[src/logic/int_mem_config.svh]
`ifndef INT_MEM_CONFIG_SVH
`define INT_MEM_CONFIG_SVH

// bus word width in bits
`define INT_MEM_DATA_W 32

// cpu byte address width
`define INT_MEM_ADDR_W 16

// sram size as a byte address width
// 12 bits gives 4 KB, i.e. 1024 words
`define INT_MEM_SRAM_ADDR_W 12

// boot rom size as a byte address width
// 8 bits gives 256 bytes, i.e. 64 words
`define INT_MEM_ROM_ADDR_W 8

// data address bit that selects the boot register instead of the sram
`define INT_MEM_B_BIT 15

// length of a software requested cpu reset, in clock cycles
`define INT_MEM_CPU_RST_CYCLES 4

`endif

[src/logic/int_mem_pkg.sv]
`include "int_mem_config.svh"

package int_mem_pkg;

   // bus payload types
   typedef logic [`INT_MEM_DATA_W-1:0]   word_t;
   typedef logic [`INT_MEM_DATA_W/8-1:0] strb_t;
   typedef logic [`INT_MEM_ADDR_W-1:0]   addr_t;

   // word indices, byte address minus the two offset bits
   typedef logic [`INT_MEM_SRAM_ADDR_W-3:0] sram_idx_t;
   typedef logic [`INT_MEM_ROM_ADDR_W-3:0]  rom_idx_t;

   localparam int sram_words = 2 ** (`INT_MEM_SRAM_ADDR_W - 2);
   localparam int rom_words  = 2 ** (`INT_MEM_ROM_ADDR_W - 2);

   // boot image sits at the very top of the sram
   localparam sram_idx_t boot_offset = sram_idx_t'(sram_words - rom_words);

   // bit positions in a boot register write
   localparam int BOOT_CLR_BIT = 0;
   localparam int CPU_RST_BIT  = 1;

   // cpu byte address to sram word, shifted onto the boot image while booting
   function automatic sram_idx_t remap_idx(addr_t addr, logic boot);
      sram_idx_t idx;
      idx = addr[`INT_MEM_SRAM_ADDR_W-1:2];
      if (boot) begin
         idx = idx + boot_offset;
      end
      return idx;
   endfunction

endpackage

[src/logic/int_mem_ibus_merge.sv]
`timescale 1ns/100ps

module int_mem_ibus_merge
   import int_mem_pkg::*;
(
   input  logic      boot_i,

   // cpu instruction bus, reads only
   input  logic      i_valid_i,
   input  addr_t     i_addr_i,
   output word_t     i_rdata_o,
   output logic      i_rvalid_o,
   output logic      i_ready_o,

   // boot copy writer
   input  logic      wr_valid_i,
   input  sram_idx_t wr_idx_i,
   input  word_t     wr_wdata_i,

   // sram instruction port
   output logic      p_valid_o,
   output sram_idx_t p_idx_o,
   output word_t     p_wdata_o,
   output strb_t     p_wstrb_o,
   input  word_t     p_rdata_i,
   input  logic      p_rvalid_i
);

   sram_idx_t cpu_idx;

   assign cpu_idx = remap_idx(i_addr_i, boot_i);

   // copy writer has priority, cpu fetch stalls meanwhile
   assign i_ready_o = ~wr_valid_i;

   always_comb begin
      if (wr_valid_i) begin
         p_valid_o = 1'b1;
         p_idx_o   = wr_idx_i;
         p_wdata_o = wr_wdata_i;
         p_wstrb_o = '1;
      end else begin
         p_valid_o = i_valid_i;
         p_idx_o   = cpu_idx;
         p_wdata_o = '0;
         p_wstrb_o = '0;
      end
   end

   // only reads return data, so the response belongs to the cpu
   assign i_rdata_o  = p_rdata_i;
   assign i_rvalid_o = p_rvalid_i;

endmodule

[config.mk]
export PLATFORM = sky130hd
export DESIGN_NAME = int_mem_ibus_merge
export DESIGN_NICKNAME = d
export VERILOG_FILES = /design/src/logic/int_mem_pkg.sv /design/src/logic/int_mem_ibus_merge.sv
export VERILOG_INCLUDE_DIRS = /design/src /design/src/logic
export SDC_FILE = /design/constraint.sdc
export NUM_CORES = 1
export LEC_CHECK = 0
export BUFFER_PORTS_ARGS = -buffer_cell sky130_fd_sc_hd__buf_2
export CORE_AREA = 2 2 68 70
export DETAILED_ROUTE_END_ITERATION = 8
export DIE_AREA = 0 0 70 72
export GPL_TIMING_DRIVEN = 1
export PLACE_DENSITY = 0.71
export SETUP_SLACK_MARGIN = 0.1
export SYNTH_ARGS = -nofsm -noshare
export SYNTH_HDL_FRONTEND = slang
export SYNTH_SLANG_ARGS = --single-unit
[constraint.sdc]
create_clock -name vclk -period 1.3
set_input_delay 0.325 -clock vclk [all_inputs]
set_output_delay 0.325 -clock vclk [all_outputs]
set_load 0.005 [all_outputs]
==> metrics.txt <==
hpwl dp 1950 um; Final min period 1.50 ns; hold buffers post-CTS 0; Worst EP required 0.98 ns; Hold Path Cell Cnt 0; crit path cell chain buf_8 > nor4b_4 > xor2_1 > mux2_4 > buf_6; Post-Layout Cell Count 227; multi-input logic area 514 um^2; share of the synthesized area in the top cell type 39.7%; crit-path max FO 2; Chip Height 72 um; max_cap viols 0; ratio of cells with drive above 1 in the final layout 92.6%; largest net degree at the start of global routing 8; first-pass GRT wire length 3940 um; RSZ-0062 raised after global routing true; CP Data Arrival Time 1.18 ns; grt ovf 0; crit path buf inv count 2; slowest CP cell nor4b_4; DR pass1 iterations 3; final instance area 0.00157 mm^2; Initial Utilization 16.4%; Setup-failing EPs final 15; final wirelength 2760 um; relative slew slack 85.9%; DP Area 0.00110 mm^2; setup ws final -0.202 ns; drt wl/cell 12.1 um; PD cells 327 mW/mm^2; Final Hold Viols 0; CP max stage delay 0.28 ns; number of inserted diodes 0; Total GRT Usage 9.33%; number of DRC markers in iteration 0 10; nets@finish 272; cell taking the most area after synthesis buf_4; buffers added on ports 103; Die ar. 0.00504 mm^2; remaining antenna violation count after routing 0; Layout area overhead 124%; Largest delay share family, worst path simple AND/OR/NAND/NOR gates; worst vdd ir 123 uV; Place WS -0.302 ns; sequential-to-total area share from yosys stat 0%; startpoint types input port; Core ar. 0.00426 mm^2; width of the die 70 um; DRC viols 0; Post-Syn Nets 193; Seq. cell area 0 um^2; final cycle utilization of the critical path 116%; CLK BUF 0; failing checks setup timing; layout filler cell count 429; initial antenna violation count 0; Placed Cells incl. Taps 220; syn avg cell area 7.14 um^2; Cell Area, Synth 699 um^2; Worst Tran Pin Value 0.211 ns; Hold Path End i_rdata_o[0]; WHS 0.650 ns; Vias 884; max frequency 666 MHz; status complete, but fails checks; Synth Instances 98; Worst Setup End Kind output pin; Vias per Instance 3.89; Yosys Warn Count 0; Pleak 0.868 nW; Yosys cell types 13; critical path class input port to output pin; number of sequential cells 0; row cnt 24; Synth area leaders buf_4 40%, and2_1 29%, mux2_2 13%; IO Pins 175; Crit. Startpoint i_addr_i[10]; CP Depth 5; vias in the first global route 847; Worst Min Path Start p_rdata_i[0]; RD Place Congestion 0.706; worst hold-check path type input port to output pin; Slew Limit Fails 0
-- layout by cell type (no fill, tap or decap) --
master / Yosys / final
and2_1: 32 / 7
and2_4: 0 / 25
buf_12: 0 / 3
buf_2: 2 / 68
buf_4: 37 / 3
buf_6: 0 / 36
buf_8: 0 / 9
ha_4: 0 / 1
inv_12: 0 / 1
inv_2: 0 / 1
inv_4: 0 / 1
mux2_4: 0 / 8
nand2_1: 4 / 3
nand2_2: 0 / 1
nor4b_4: 1 / 1
o21ai_1: 0 / 1
o21ai_2: 0 / 2
or2_4: 0 / 1
xnor2_2: 0 / 1
xor2_1: 2 / 2
-- stage by stage --
stage               utilization, %  total power, mW  TNS, ns
floorplan                        -            0.218        0
global placement              25.8            0.316    -1.86
detailed placement            25.8            0.320    -2.06
CTS                           31.7            0.429   -0.871
global route                  36.8            0.554    -1.35
finish                        36.8            0.513   -0.985
-- cells by family (layout without fill, tap and decap cells) --
kind of cell | Yosys count | after routing | synth area share, %
buffers and inverters | 45 | 122 | 44.4
AND/OR/NAND/NOR | 38 | 38 | 35.1
multiplexers | 8 | 8 | 12.9
AO/OA/AOI/OAI | 3 | 3 | 2.15
XOR/XNOR | 3 | 3 | 3.76
adder cells (fa/ha/maj) | 1 | 1 | 1.79
-- layout make-up --
cell class,count,share of cell area (%)
Timing Repair Buffer,119,61.4
Multi-Input combinational cell,53,32.8
Tap cell,52,4.15
Inverter,3,1.67
-- synth_stat cells, drive strengths merged --
cell type  number
and2           32
buf            39
clkbuf          3
ha              1
inv             3
mux2            8
nand2           4
nor4b           1
o21ai           3
or2             1
xnor2           1
xor2            2
-- metal layers --
layer  share of wire (%)  vias to the layer above  track usage [%]  wire (um)
met5                   0                        -                0          0
met4                 2.7                        0             2.78         74
met3                  12                       14             2.22        332
met2                  53                       80             18.1       1460
met1                  32                      373             10.0        890
li1                    -                      417                -          -
-- power by group --
part           switching, mW  internal (mW)  leakage (nW)
Sequential                 0              0             0
Clock                      0              0             0
Combinational          0.160          0.352         0.868
-- how the worst max path moves through the flow --
| stage | to | slack [ns] |
|---|---|---|
| 2_1_floorplan | p_idx_o[7] | 0.04 |
| 3_3_place_gp | p_idx_o[7] | -0.29 |
| 3_5_place_dp | p_idx_o[7] | -0.30 |
| 4_1_cts | p_idx_o[9] | -0.20 |
| 5_1_grt | p_idx_o[9] | -0.24 |
| 6_report | p_idx_o[9] | -0.20 |
-- what timing repair did --
item	in CTS	in global routing
gates resized for setup	55	47
gates cloned	2	0
endpoints found under the setup margin	30	38
setup buffers	3	2
pin swaps	11	8
(Power assumes the default switching activity.)
