--- src/logic/int_mem_config.svh ---
`ifndef INT_MEM_CONFIG_SVH
`define INT_MEM_CONFIG_SVH

// bus word width in bits
`define INT_MEM_DATA_W 32

// cpu byte address width
`define INT_MEM_ADDR_W 16

// sram size as a byte address width
// 12 bits gives 4 KB, i.e. 1024 words
`define INT_MEM_SRAM_ADDR_W 12

// boot rom size as a byte address width
// 8 bits gives 256 bytes, i.e. 64 words
`define INT_MEM_ROM_ADDR_W 8

// data address bit that selects the boot register instead of the sram
`define INT_MEM_B_BIT 15

// length of a software requested cpu reset, in clock cycles
`define INT_MEM_CPU_RST_CYCLES 4

`endif

--- src/logic/int_mem_pkg.sv ---
`include "int_mem_config.svh"

package int_mem_pkg;

   // bus payload types
   typedef logic [`INT_MEM_DATA_W-1:0]   word_t;
   typedef logic [`INT_MEM_DATA_W/8-1:0] strb_t;
   typedef logic [`INT_MEM_ADDR_W-1:0]   addr_t;

   // word indices, byte address minus the two offset bits
   typedef logic [`INT_MEM_SRAM_ADDR_W-3:0] sram_idx_t;
   typedef logic [`INT_MEM_ROM_ADDR_W-3:0]  rom_idx_t;

   localparam int sram_words = 2 ** (`INT_MEM_SRAM_ADDR_W - 2);
   localparam int rom_words  = 2 ** (`INT_MEM_ROM_ADDR_W - 2);

   // boot image sits at the very top of the sram
   localparam sram_idx_t boot_offset = sram_idx_t'(sram_words - rom_words);

   // bit positions in a boot register write
   localparam int BOOT_CLR_BIT = 0;
   localparam int CPU_RST_BIT  = 1;

   // cpu byte address to sram word, shifted onto the boot image while booting
   function automatic sram_idx_t remap_idx(addr_t addr, logic boot);
      sram_idx_t idx;
      idx = addr[`INT_MEM_SRAM_ADDR_W-1:2];
      if (boot) begin
         idx = idx + boot_offset;
      end
      return idx;
   endfunction

endpackage

--- src/logic/int_mem_data_split.sv ---
`timescale 1ns/100ps

`include "int_mem_config.svh"

module int_mem_data_split
   import int_mem_pkg::*;
(
   input  logic      clk_i,
   input  logic      arst_n_i,
   input  logic      boot_i,

   // cpu data bus
   input  logic      d_valid_i,
   input  addr_t     d_addr_i,
   input  word_t     d_wdata_i,
   input  strb_t     d_wstrb_i,
   output word_t     d_rdata_o,
   output logic      d_rvalid_o,
   output logic      d_ready_o,

   // boot register side
   output logic      reg_valid_o,
   output word_t     reg_wdata_o,
   output strb_t     reg_wstrb_o,
   input  word_t     reg_rdata_i,
   input  logic      reg_rvalid_i,

   // sram side
   output logic      ram_valid_o,
   output sram_idx_t ram_idx_o,
   output word_t     ram_wdata_o,
   output strb_t     ram_wstrb_o,
   input  word_t     ram_rdata_i,
   input  logic      ram_rvalid_i
);

   logic sel_reg;
   logic sel_reg_q;

   // both targets accept every cycle
   assign d_ready_o = 1'b1;

   assign sel_reg = d_addr_i[`INT_MEM_B_BIT];

   assign reg_valid_o = d_valid_i & sel_reg;
   assign reg_wdata_o = d_wdata_i;
   assign reg_wstrb_o = d_wstrb_i;

   assign ram_valid_o = d_valid_i & ~sel_reg;
   assign ram_idx_o   = remap_idx(d_addr_i, boot_i);
   assign ram_wdata_o = d_wdata_i;
   assign ram_wstrb_o = d_wstrb_i;

   // remember who got the request so its response comes back next cycle
   always_ff @(posedge clk_i or negedge arst_n_i) begin
      if (!arst_n_i) begin
         sel_reg_q <= 1'b0;
      end else if (d_valid_i && d_ready_o) begin
         sel_reg_q <= sel_reg;
      end
   end

   assign d_rdata_o  = sel_reg_q ? reg_rdata_i : ram_rdata_i;
   assign d_rvalid_o = sel_reg_q ? reg_rvalid_i : ram_rvalid_i;

endmodule

--- config.mk ---
export PLATFORM = sky130hd
export DESIGN_NAME = int_mem_data_split
export DESIGN_NICKNAME = d
export VERILOG_FILES = /design/src/logic/int_mem_pkg.sv /design/src/logic/int_mem_data_split.sv
export VERILOG_INCLUDE_DIRS = /design/src /design/src/logic
export SDC_FILE = /design/constraint.sdc
export NUM_CORES = 1
export LEC_CHECK = 0
export BUFFER_PORTS_ARGS = -buffer_cell sky130_fd_sc_hd__buf_2
export CAP_MARGIN = 20
export CORE_AREA = 2 2 93 95
export CTS_BUF_LIST = sky130_fd_sc_hd__clkbuf_4 sky130_fd_sc_hd__clkbuf_8
export DETAILED_ROUTE_END_ITERATION = 7
export DIE_AREA = 0 0 95 97
export SLEW_MARGIN = 30
export SYNTH_ARGS = -nofsm -noshare
export SYNTH_HDL_FRONTEND = slang
export SYNTH_SLANG_ARGS = --single-unit
--- constraint.sdc ---
create_clock -name clk_i -period 1.4 [get_ports clk_i]
set_input_delay 0 -clock clk_i [delete_from_list [all_inputs] [get_ports clk_i]]
set_output_delay 0 -clock clk_i [all_outputs]
set_load 0.02 [all_outputs]
==> impl_results.md <==
* Outcome: complete, no violations
* Post-synth top cells: buf_4, mux2_4, mux2_2
* Switch share at 45.93%
* Critical hold path startpoint: d_wdata_i[3]
* Pin count of the biggest net entering global routing at 35
* Synth top area share at 46.61%
* Worst setup EP type: output pin
* Hold Path End: ram_wdata_o[3]
* Largest family of logic cells by synthesized area: buffers and inverters
* Fin Clk Skew at 0 ns
* Compound-Gate Fraction of Synth Area at 0%
* Max incr delay on CP at 0.37 ns
* Maximum VDD drop at 65.82 uV
* RD Place Congestion at 0.5783
* Syn Nets at 253
* Clk network pwr share at 0%
* Initial antenna violation count at 0
* DRC at 0
* Post-Place Setup Slack at 0.2393 ns
* Switching Power at 0.3009 mW
* Finish-stage setup viols at 0
* Int Power at 0.3542 mW
* Area leader, netlist: buf_4
* Yosys reg bits at 1
* Die X at 95 microns
* Core area at 0.008134 sq mm
* Reg clk slew, reported paths at 0 ns
* Crit path DAT at 1.15 ns
* Multiplexer share of the synthesized area at 39.43%
* Critical path startpoint category: register
* Count of cell types in the netlist at 16
* Final HPWL DP at 2506 microns
* Synth Warn # at 0
* Unrepaired setup endpoints after global routing: false
* Reg2reg end: sel_reg_q
* CTS resizes at 0
* DR pass1 iterations at 2
* Ant. Diodes at 0
* Setup TNS at 0 ns
* Vias/cell at 3.236
* Max reg flops at 1
* Hold Fails Final Rpt at 0
* Global route total overflow at 0
* Routed Antenna Nets at 0
* Max-cap violations at 0
* Post-layout util at 16.43%
* Worst-Skew Late Latency at 0 ns
* CP Max Fanout at 34
* Minimum clock period at 1.149 ns
* Fin nets at 287
* Port bufs at 113
* R2R setup slack at 0.41 ns
* Combinational power share at 94.6%
* HP Class: primary input to output pin
* Gr usage total at 4.742%
* Crit Path Category: register to output pin
* Sequential power share at 5.4%
* Worst hold path cell count at 0
* Leak Pwr at 0.7757 nW
* Worst EP required at 1.40 ns
* Layout area overhead at 5.015%
* Seq/Total Area, Yosys at 1.967%
* Syn Area/Cell at 9.788 sq um
* Crit path max-delay family: buffers and inverters
* # rows at 33
* First-pass GRT wire length at 3608 microns
* Async SR Flop Fraction at 100.0%
* Initial Util at 15.64%
* Critical-path cell list: buf_12 > mux2_2 > buf_2
* Vias in the first global route at 775
* Synthesized cell area at 0.001272 sq mm
* Synth top area cells: buf_4, mux2_4, buf_12
* I/O pins at 240
* Drt wl/cell at 10.36 microns
* Die Ht at 97 microns
* PwrDens at 490.2 mW/mm^2
* Reg2reg path depth at 2
* Final Cycle Share at 82.11%
* Via count at 864
* Largest regs: sel_reg_q: 1 flops
* Drt total wl at 2766 microns
* Crit path buf inv count at 2
* Most frequent cell after synthesis: buf_4
* Post-Synthesis Cells at 130
* XOR/XNOR Fraction of Synth Area at 2.065%
* Synth Area in Simple Gates at 2.458%
* Slowest stage cell, crit path: mux2_2
* Max frequency at 870.0 MHz
* Max-slew violation count at 0
* Iter 0 DRT Violations at 7
* Main synth FF type: dfrtp_1
* Share of cells above drive strength 1 at 92.59%
* PnR worst setup slack at 0.2505 ns
* Post-Synth Adder-Cell Area at 0.9833%
* Reg with most FFs: sel_reg_q
* Number of synthesized flops with an enable pin at 0
* Worst reg2reg path startpoint: sel_reg_q
* Final Power at 0.6551 mW
* Die area at 0.009215 sq mm
[cells in the final DEF (no fill, tap or decap)]
cell,instances
mux2_4,29
buf_12,1
dfrtp_2,1
mux2i_1,1
mux2_2,5
and2_1,1
nor4b_2,1
inv_1,2
conb_1,1
buf_2,113
xnor2_1,1
nand2_1,1
xor2_1,2
ha_1,1
dlygate4sd3_1,1
nor2b_1,1
[kinds of logic after synthesis]
family / after synthesis
xor+xnor: 3
mux: 35
fa+ha+maj: 1
buf+inv: 85
other cells: 1
simple gates: 4
flops: 1
[stage by stage]
stage	hold WS (ns)	cells	area (sq um)
2_1_floorplan	-0.2956	130	1272
3_3_place_gp	-0.2244	266	1326
3_5_place_dp	-0.2231	266	1326
4_1_cts	0.0001487	267	1336
5_1_grt	0.00003250	267	1336
6_report	0.00001131	267	1336
[worst max path at each step]
stage	end	startpoint	slack [ns]	cells after the start
after floorplan	sel_reg_q	sel_reg_q	0.40	3
after global placement	d_rdata_o[31]	sel_reg_q	0.26	3
after detailed placement	d_rdata_o[31]	sel_reg_q	0.24	3
after CTS	d_rdata_o[31]	sel_reg_q	0.24	3
after global routing	d_rdata_o[31]	sel_reg_q	0.21	3
final	d_rdata_o[31]	sel_reg_q	0.25	3
[layer usage]
metal / up-vias / part of all wire (%) / GRT usage [%]
li1: 406 / - / -
met1: 360 / 32 / 4.569
met2: 92 / 50 / 9.111
met3: 6 / 18 / 2.259
met4: 0 / 0.61 / 0.6689
met5: - / 0 / 0
[repair_timing]
action	CTS	global route
buffers inserted	0	0
hold endpoints to repair	1	0
hold buffers	1	0
[power by group through the flow]
stage	registers, mW	clock network, mW	logic (mW)
final	0.0351	0	0.620
after global routing	0.0353	0	0.667
after CTS	0.0352	0	0.630
after detailed placement	0.0352	0	0.627
after global placement	0.0352	0	0.619
after floorplan	0.0334	0	0.762
[area by class of cell]
class                   count  area [sq um]
fillers                   907          6798
multi-input cells          44         575.6
inverters                   2         7.507
flip-flops and latches      1         26.28
repair buffers            115         595.6
well taps                 105         131.4
(Power assumes the default switching activity.)
