### config.mk
export PLATFORM = sky130hd
export DESIGN_NAME = int_mem_boot_ctrl
export DESIGN_NICKNAME = d
export VERILOG_FILES = /design/src/logic/int_mem_pkg.sv /design/src/logic/int_mem_boot_ctrl.sv
export VERILOG_INCLUDE_DIRS = /design/src /design/src/logic
export SDC_FILE = /design/constraint.sdc
export NUM_CORES = 1
export LEC_CHECK = 0
export BUFFER_PORTS_ARGS = -buffer_cell sky130_fd_sc_hd__buf_2
export CORE_ASPECT_RATIO = 0.6
export CORE_MARGIN = 10
export CORE_UTILIZATION = 32
export CTS_BUF_LIST = sky130_fd_sc_hd__clkbuf_16
export DETAILED_ROUTE_END_ITERATION = 10
export PLACE_DENSITY_LB_ADDON = 0.15
export SLEW_MARGIN = 20
export SYNTH_ARGS = -nofsm -noshare
export SYNTH_HDL_FRONTEND = slang
export SYNTH_SLANG_ARGS = --single-unit
### constraint.sdc
create_clock -name clk_i -period 1.33 [get_ports clk_i]
set_clock_uncertainty 0.05 [all_clocks]
set_input_delay 0.133 -clock clk_i [delete_from_list [all_inputs] [get_ports clk_i]]
set_output_delay 0.133 -clock clk_i [all_outputs]
set_load 0.01 [all_outputs]
### src/logic/int_mem_config.svh
`ifndef INT_MEM_CONFIG_SVH
`define INT_MEM_CONFIG_SVH

// bus word width in bits
`define INT_MEM_DATA_W 32

// cpu byte address width
`define INT_MEM_ADDR_W 16

// sram size as a byte address width
// 12 bits gives 4 KB, i.e. 1024 words
`define INT_MEM_SRAM_ADDR_W 12

// boot rom size as a byte address width
// 8 bits gives 256 bytes, i.e. 64 words
`define INT_MEM_ROM_ADDR_W 8

// data address bit that selects the boot register instead of the sram
`define INT_MEM_B_BIT 15

// length of a software requested cpu reset, in clock cycles
`define INT_MEM_CPU_RST_CYCLES 4

`endif

### src/logic/int_mem_pkg.sv
`include "int_mem_config.svh"

package int_mem_pkg;

   // bus payload types
   typedef logic [`INT_MEM_DATA_W-1:0]   word_t;
   typedef logic [`INT_MEM_DATA_W/8-1:0] strb_t;
   typedef logic [`INT_MEM_ADDR_W-1:0]   addr_t;

   // word indices, byte address minus the two offset bits
   typedef logic [`INT_MEM_SRAM_ADDR_W-3:0] sram_idx_t;
   typedef logic [`INT_MEM_ROM_ADDR_W-3:0]  rom_idx_t;

   localparam int sram_words = 2 ** (`INT_MEM_SRAM_ADDR_W - 2);
   localparam int rom_words  = 2 ** (`INT_MEM_ROM_ADDR_W - 2);

   // boot image sits at the very top of the sram
   localparam sram_idx_t boot_offset = sram_idx_t'(sram_words - rom_words);

   // bit positions in a boot register write
   localparam int BOOT_CLR_BIT = 0;
   localparam int CPU_RST_BIT  = 1;

   // cpu byte address to sram word, shifted onto the boot image while booting
   function automatic sram_idx_t remap_idx(addr_t addr, logic boot);
      sram_idx_t idx;
      idx = addr[`INT_MEM_SRAM_ADDR_W-1:2];
      if (boot) begin
         idx = idx + boot_offset;
      end
      return idx;
   endfunction

endpackage

### src/logic/int_mem_boot_ctrl.sv
`timescale 1ns/100ps

`include "int_mem_config.svh"

module int_mem_boot_ctrl
   import int_mem_pkg::*;
(
   input  logic      clk_i,
   input  logic      arst_n_i,

   // boot register, single word
   input  logic      reg_valid_i,
   input  word_t     reg_wdata_i,
   input  strb_t     reg_wstrb_i,
   output word_t     reg_rdata_o,
   output logic      reg_rvalid_o,

   // boot rom read port
   output logic      rom_valid_o,
   output rom_idx_t  rom_addr_o,
   input  word_t     rom_rdata_i,

   // copy writes towards the sram
   output logic      wr_valid_o,
   output sram_idx_t wr_idx_o,
   output word_t     wr_wdata_o,

   output logic      boot_o,
   output logic      cpu_rst_o
);

   localparam int RST_CNT_W = $clog2(`INT_MEM_CPU_RST_CYCLES + 1);

   typedef enum logic [1:0] {
      st_idle,
      st_copy,
      st_flush,
      st_run
   } state_t;

   state_t         state_q;
   rom_idx_t       rd_idx_q;
   rom_idx_t       wr_k_q;
   logic           wr_pend_q;
   logic           boot_q;
   logic [RST_CNT_W-1:0] rst_cnt_q;
   logic           reg_wr;
   logic           reg_rd;

   // copy fsm: one rom read per cycle, the write trails it by one cycle
   always_ff @(posedge clk_i or negedge arst_n_i) begin
      if (!arst_n_i) begin
         state_q   <= st_idle;
         rd_idx_q  <= '0;
         wr_pend_q <= 1'b0;
      end else begin
         wr_pend_q <= rom_valid_o;
         case (state_q)
            st_idle: state_q <= st_copy;
            st_copy: begin
               rd_idx_q <= rd_idx_q + 1'b1;
               if (rd_idx_q == rom_idx_t'(rom_words - 1)) begin
                  state_q <= st_flush;
               end
            end
            // last write is on the bus this cycle
            st_flush: state_q <= st_run;
            default: state_q <= st_run;
         endcase
      end
   end

   // rom word index of the read in flight
   always_ff @(posedge clk_i) begin
      wr_k_q <= rd_idx_q;
   end

   assign rom_valid_o = (state_q == st_copy);
   assign rom_addr_o  = rd_idx_q;

   assign wr_valid_o = wr_pend_q;
   assign wr_idx_o   = boot_offset + sram_idx_t'(wr_k_q);
   assign wr_wdata_o = rom_rdata_i;

   assign reg_wr = reg_valid_i & (|reg_wstrb_i);
   assign reg_rd = reg_valid_i & ~(|reg_wstrb_i);

   // boot flag and software reset counter
   always_ff @(posedge clk_i or negedge arst_n_i) begin
      if (!arst_n_i) begin
         boot_q       <= 1'b1;
         rst_cnt_q    <= '0;
         reg_rvalid_o <= 1'b0;
      end else begin
         reg_rvalid_o <= reg_rd;
         if (reg_wr && reg_wdata_i[BOOT_CLR_BIT]) begin
            boot_q <= 1'b0;
         end
         if (reg_wr && reg_wdata_i[CPU_RST_BIT]) begin
            rst_cnt_q <= RST_CNT_W'(`INT_MEM_CPU_RST_CYCLES);
         end else if (rst_cnt_q != '0) begin
            rst_cnt_q <= rst_cnt_q - 1'b1;
         end
      end
   end

   always_ff @(posedge clk_i) begin
      reg_rdata_o <= word_t'(boot_q);
   end

   assign boot_o = boot_q;

   // cpu held until the copy is done, or while a requested pulse runs
   assign cpu_rst_o = (state_q != st_run) | (rst_cnt_q != '0);

endmodule

==> summary.md <==
| Metric | Value |
|---|---|
| Maximum vdd ir drop | between 500 and 600 µV |
| Critical path startpoint category | flip-flop |
| Post-synthesis cell area | 1270 µm² |
| Proportion of synthesized chip area in sequential cells | a little under 40% |
| Number of antenna violations at the first check in global routing | 0 |
| Fraction of power consumed by the clock network | 36.8% |
| DR WL/cell | 12.5 µm |
| Number of buffers inserted by port buffering | 26 |
| Synthesis-to-layout area growth | -1.58% |
| Die height | 68.8 µm |
| Global routing met1 resource utilization | 6.20% |
| Final Util | 33.3% |
| Area fraction of the dominant cell type after synthesis | about two fifths |
| Final worst-path setup slack | 57.0 ps |
| Full die area | 6960 µm² |
| RSZ-0062 raised after global routing | yes |
| Synth Warn # | 0 |
| Final weighted congestion of routability-driven global placement | 0.665 |
| TNS Setup | 0 ps |
| Pint | 0.00124 W |
| Diode count | 0 |
| Final routed wirelength across all metal layers | 2240 µm |
| Register-to-register path setup slack | roughly 110 ps |
| Sequential power share | 43.0% |
| Initial Utilization | 33.9% |
| Num CTS Buffers | 3 |
| Part of the cycle the worst path needs | 95.7% |
| I/O pin total | 156 |
| Required @ worst endpoint | 1150 ps |
| Post-synthesis share of cell area spent on full adders, half adders and majority gates | under 10% |
| Number of storage elements in the synthesis netlist | 21 |
| Leading cell types by total area after synthesis | buf_4 40%, dfrtp_1 26%, dfxtp_1 11%, xnor2_1 3.5%, ha_1 3.0% |
| Overall die width | 101 µm |
| Crit Path Max Fanout | 8 |
| Gate Count Post-Synth | 127 |
| Count of unresolved DRC violations after routing | 0 |
| Grt met2 use | 8.68% |
| Hold Path Stages | 4 |
| Switching power summed over all nets | 0.000435 W |
| Total routing resource utilization after global routing | 5.68% |
| Worst reg2reg path depth | 5 |
| Ratio of cells with drive above 1 in the final layout | 33.3% |
| FILL cells | about 380 |
| Number of global-route vias before repair | roughly 700 |
| TritonCTS clock tree | done |
| Overall overflow remaining after global route | 0 |
| Most Crowded Layer GR | met2 |
| Placement-stage worst setup slack | -41.5 ps |
| Total number of clock tree sinks | 21 |
| Power share of the combinational group | roughly a fifth |
| Setup violators final | 0 |
| Maximum capacitance violations | 0 |
| Multiplexer share of the synthesized area | less than 1% |
| Worst skew pair latency | 250 ps |
| Core Region | around 3700 µm² |
| CTS Buffer Depth | 2 |
| Post-synthesis share of cell area spent on xor and xnor gates | between 4 and 5% |
| Antenna-violating nets left | 0 |
| Number of placement rows | 17 |
| Result of the run | finished clean |
| Hpwl dp | 1830 µm |
| Number of unique standard cell types used by synthesis | 26 |
| Type of the most critical hold path | in -> reg |
| Area share of and/or/nand/nor cells after synthesis | 8.69% |
| Highest clock rate | 786 MHz |
| Switching part of the total power | between 20 and 30% |
| Power density over cell area | between 1000 and 1500 nW/µm² |
| Biggest area consumer among synthesized cells | buf_4 |
| Reg clk slew, reported paths | 60 ps |
| Compound-cell area share of the yosys netlist | 2.76% |
| Global-route wire length before repair | 3220 µm |
| Final number of hold-violating endpoints | 0 |
| Net count reported at finish | roughly 210 |
| Shortest period the worst path allows | 1270 ps |
| Number of detailed-routing iterations run before antenna repair | 4 |
| Dominant combinational cell family by area after synthesis | buffers and inverters |
| Violation count after the first detailed-routing iteration | 16 |
| Vias after detailed routing | 671 |
| Critical Path AT | 1090 ps |
| Syn Area/Cell | 9.98 µm² |
| Pin count of the biggest net entering global routing | 15 |
| Number of slew-limit violations in the final report | 0 |
| CTS H-tree lvls | 1 |
| Routing usage on met3 | 2.98% |
| Root buffer selected by CTS | clkbuf_16 |
| Critical Path End Type | primary output |
| Crit Path Category | reg -> out |
| Vias per cell | 3.75 |
| Cell leakage power | 0.628 nW |
[final timing paths]
path                                   to      startpoint
max                           rom_valid_o      state_q[1]
min                          reg_rvalid_o  reg_wstrb_i[0]
max reg2reg                 rom_addr_o[4]      state_q[1]
min reg2reg                reg_rdata_o[0]          boot_o
max in group asynchronous          boot_o        arst_n_i
min in group asynchronous    reg_rvalid_o        arst_n_i
[worst max-delay path: stages, from the launching register on]
cell and delay (ps):
dfrtp_1 400, nor2b_1 130, buf_4 170, buf_2 140
[cell type report]
class	count	area, µm²	area share (%)
timing repair buffer	36	213	17.1
multi-input combinational	67	390	31.3
clock buffer	3	75.1	6.02
inverter	4	15.0	1.20
clock inverter	1	3.75	0.301
tap	47	58.8	4.71
sequential	21	492	39.4
[cell usage after synthesis, drive strengths merged]
| cell type | instances |
|---|---|
| a211o | 1 |
| a211oi | 1 |
| a31oi | 1 |
| and3 | 2 |
| buf | 67 |
| clkbuf | 1 |
| conb | 2 |
| dfrtp | 13 |
| dfstp | 1 |
| dfxtp | 7 |
| ha | 3 |
| inv | 4 |
| mux2 | 1 |
| nand2 | 1 |
| nand2b | 1 |
| nand3 | 2 |
| nand4 | 3 |
| nand4b | 1 |
| nor2 | 4 |
| nor2b | 2 |
| o21bai | 1 |
| or3 | 1 |
| or4 | 1 |
| xnor2 | 5 |
| xor2 | 1 |
[metal layers]
metal | share of wire [%] | up-vias
met1 | 39 | 308
met5 | 0 | -
met3 | 12 | 16
met2 | 46 | 38
met4 | 2.5 | 0
li1 | - | 309
[cell usage in the layout, fill, tap and decap left out, types with 3 or more instances in the layout]
cell	count
conb_1	35
nand4_1	3
buf_2	26
buf_4	7
nor2_1	4
clkbuf_16	3
inv_1	3
xnor2_1	5
dfxtp_1	7
dlygate4sd3_1	3
dfrtp_1	13
[state kept, by name, indices dropped and copies added, names as in the netlist]
name / cells
rom_addr_o: 6
wr_k_q: 6
wr_valid_o: 1
reg_rdata_o: 1
boot_o: 1
state_q: 2
reg_rvalid_o: 1
rst_cnt_q: 3
[what timing repair did]
action	in CTS	in global routing
gates resized for setup	3	1
hold buffers	3	0
hold endpoints to repair	14	0
pin swaps	0	1
endpoints found under the setup margin	1	2
buffers inserted	0	2
[kinds of logic after synthesis]
kind of cell / count (synthesis)
XOR/XNOR: 6
AO/OA/AOI/OAI: 4
other: 2
adder cells (fa/ha/maj): 3
AND/OR/NAND/NOR: 18
flip-flops: 21
multiplexers: 1
buffers and inverters: 72
[power groups by stage]
stage / registers, W / logic [W] / clock network (W)
2_1_floorplan: 0.000720 / 0.000416 / 0
3_3_place_gp: 0.000726 / 0.000283 / 0
3_5_place_dp: 0.000725 / 0.000290 / 0
4_1_cts: 0.000717 / 0.000336 / 0.000646
5_1_grt: 0.000724 / 0.000391 / 0.000665
6_report: 0.000721 / 0.000339 / 0.000618
[per-stage QoR]
stage	instances	hold slack, ps	total power (W)	cell area (µm²)
finish	179	168	0.00168	1250
global route	179	180	0.00178	1250
CTS	177	165	0.00170	1230
detailed placement	170	4.07	0.00101	1110
global placement	170	3.23	0.00101	1110
floorplan	160	-213	0.00114	1390
Power figures use the tool's default switching activity.
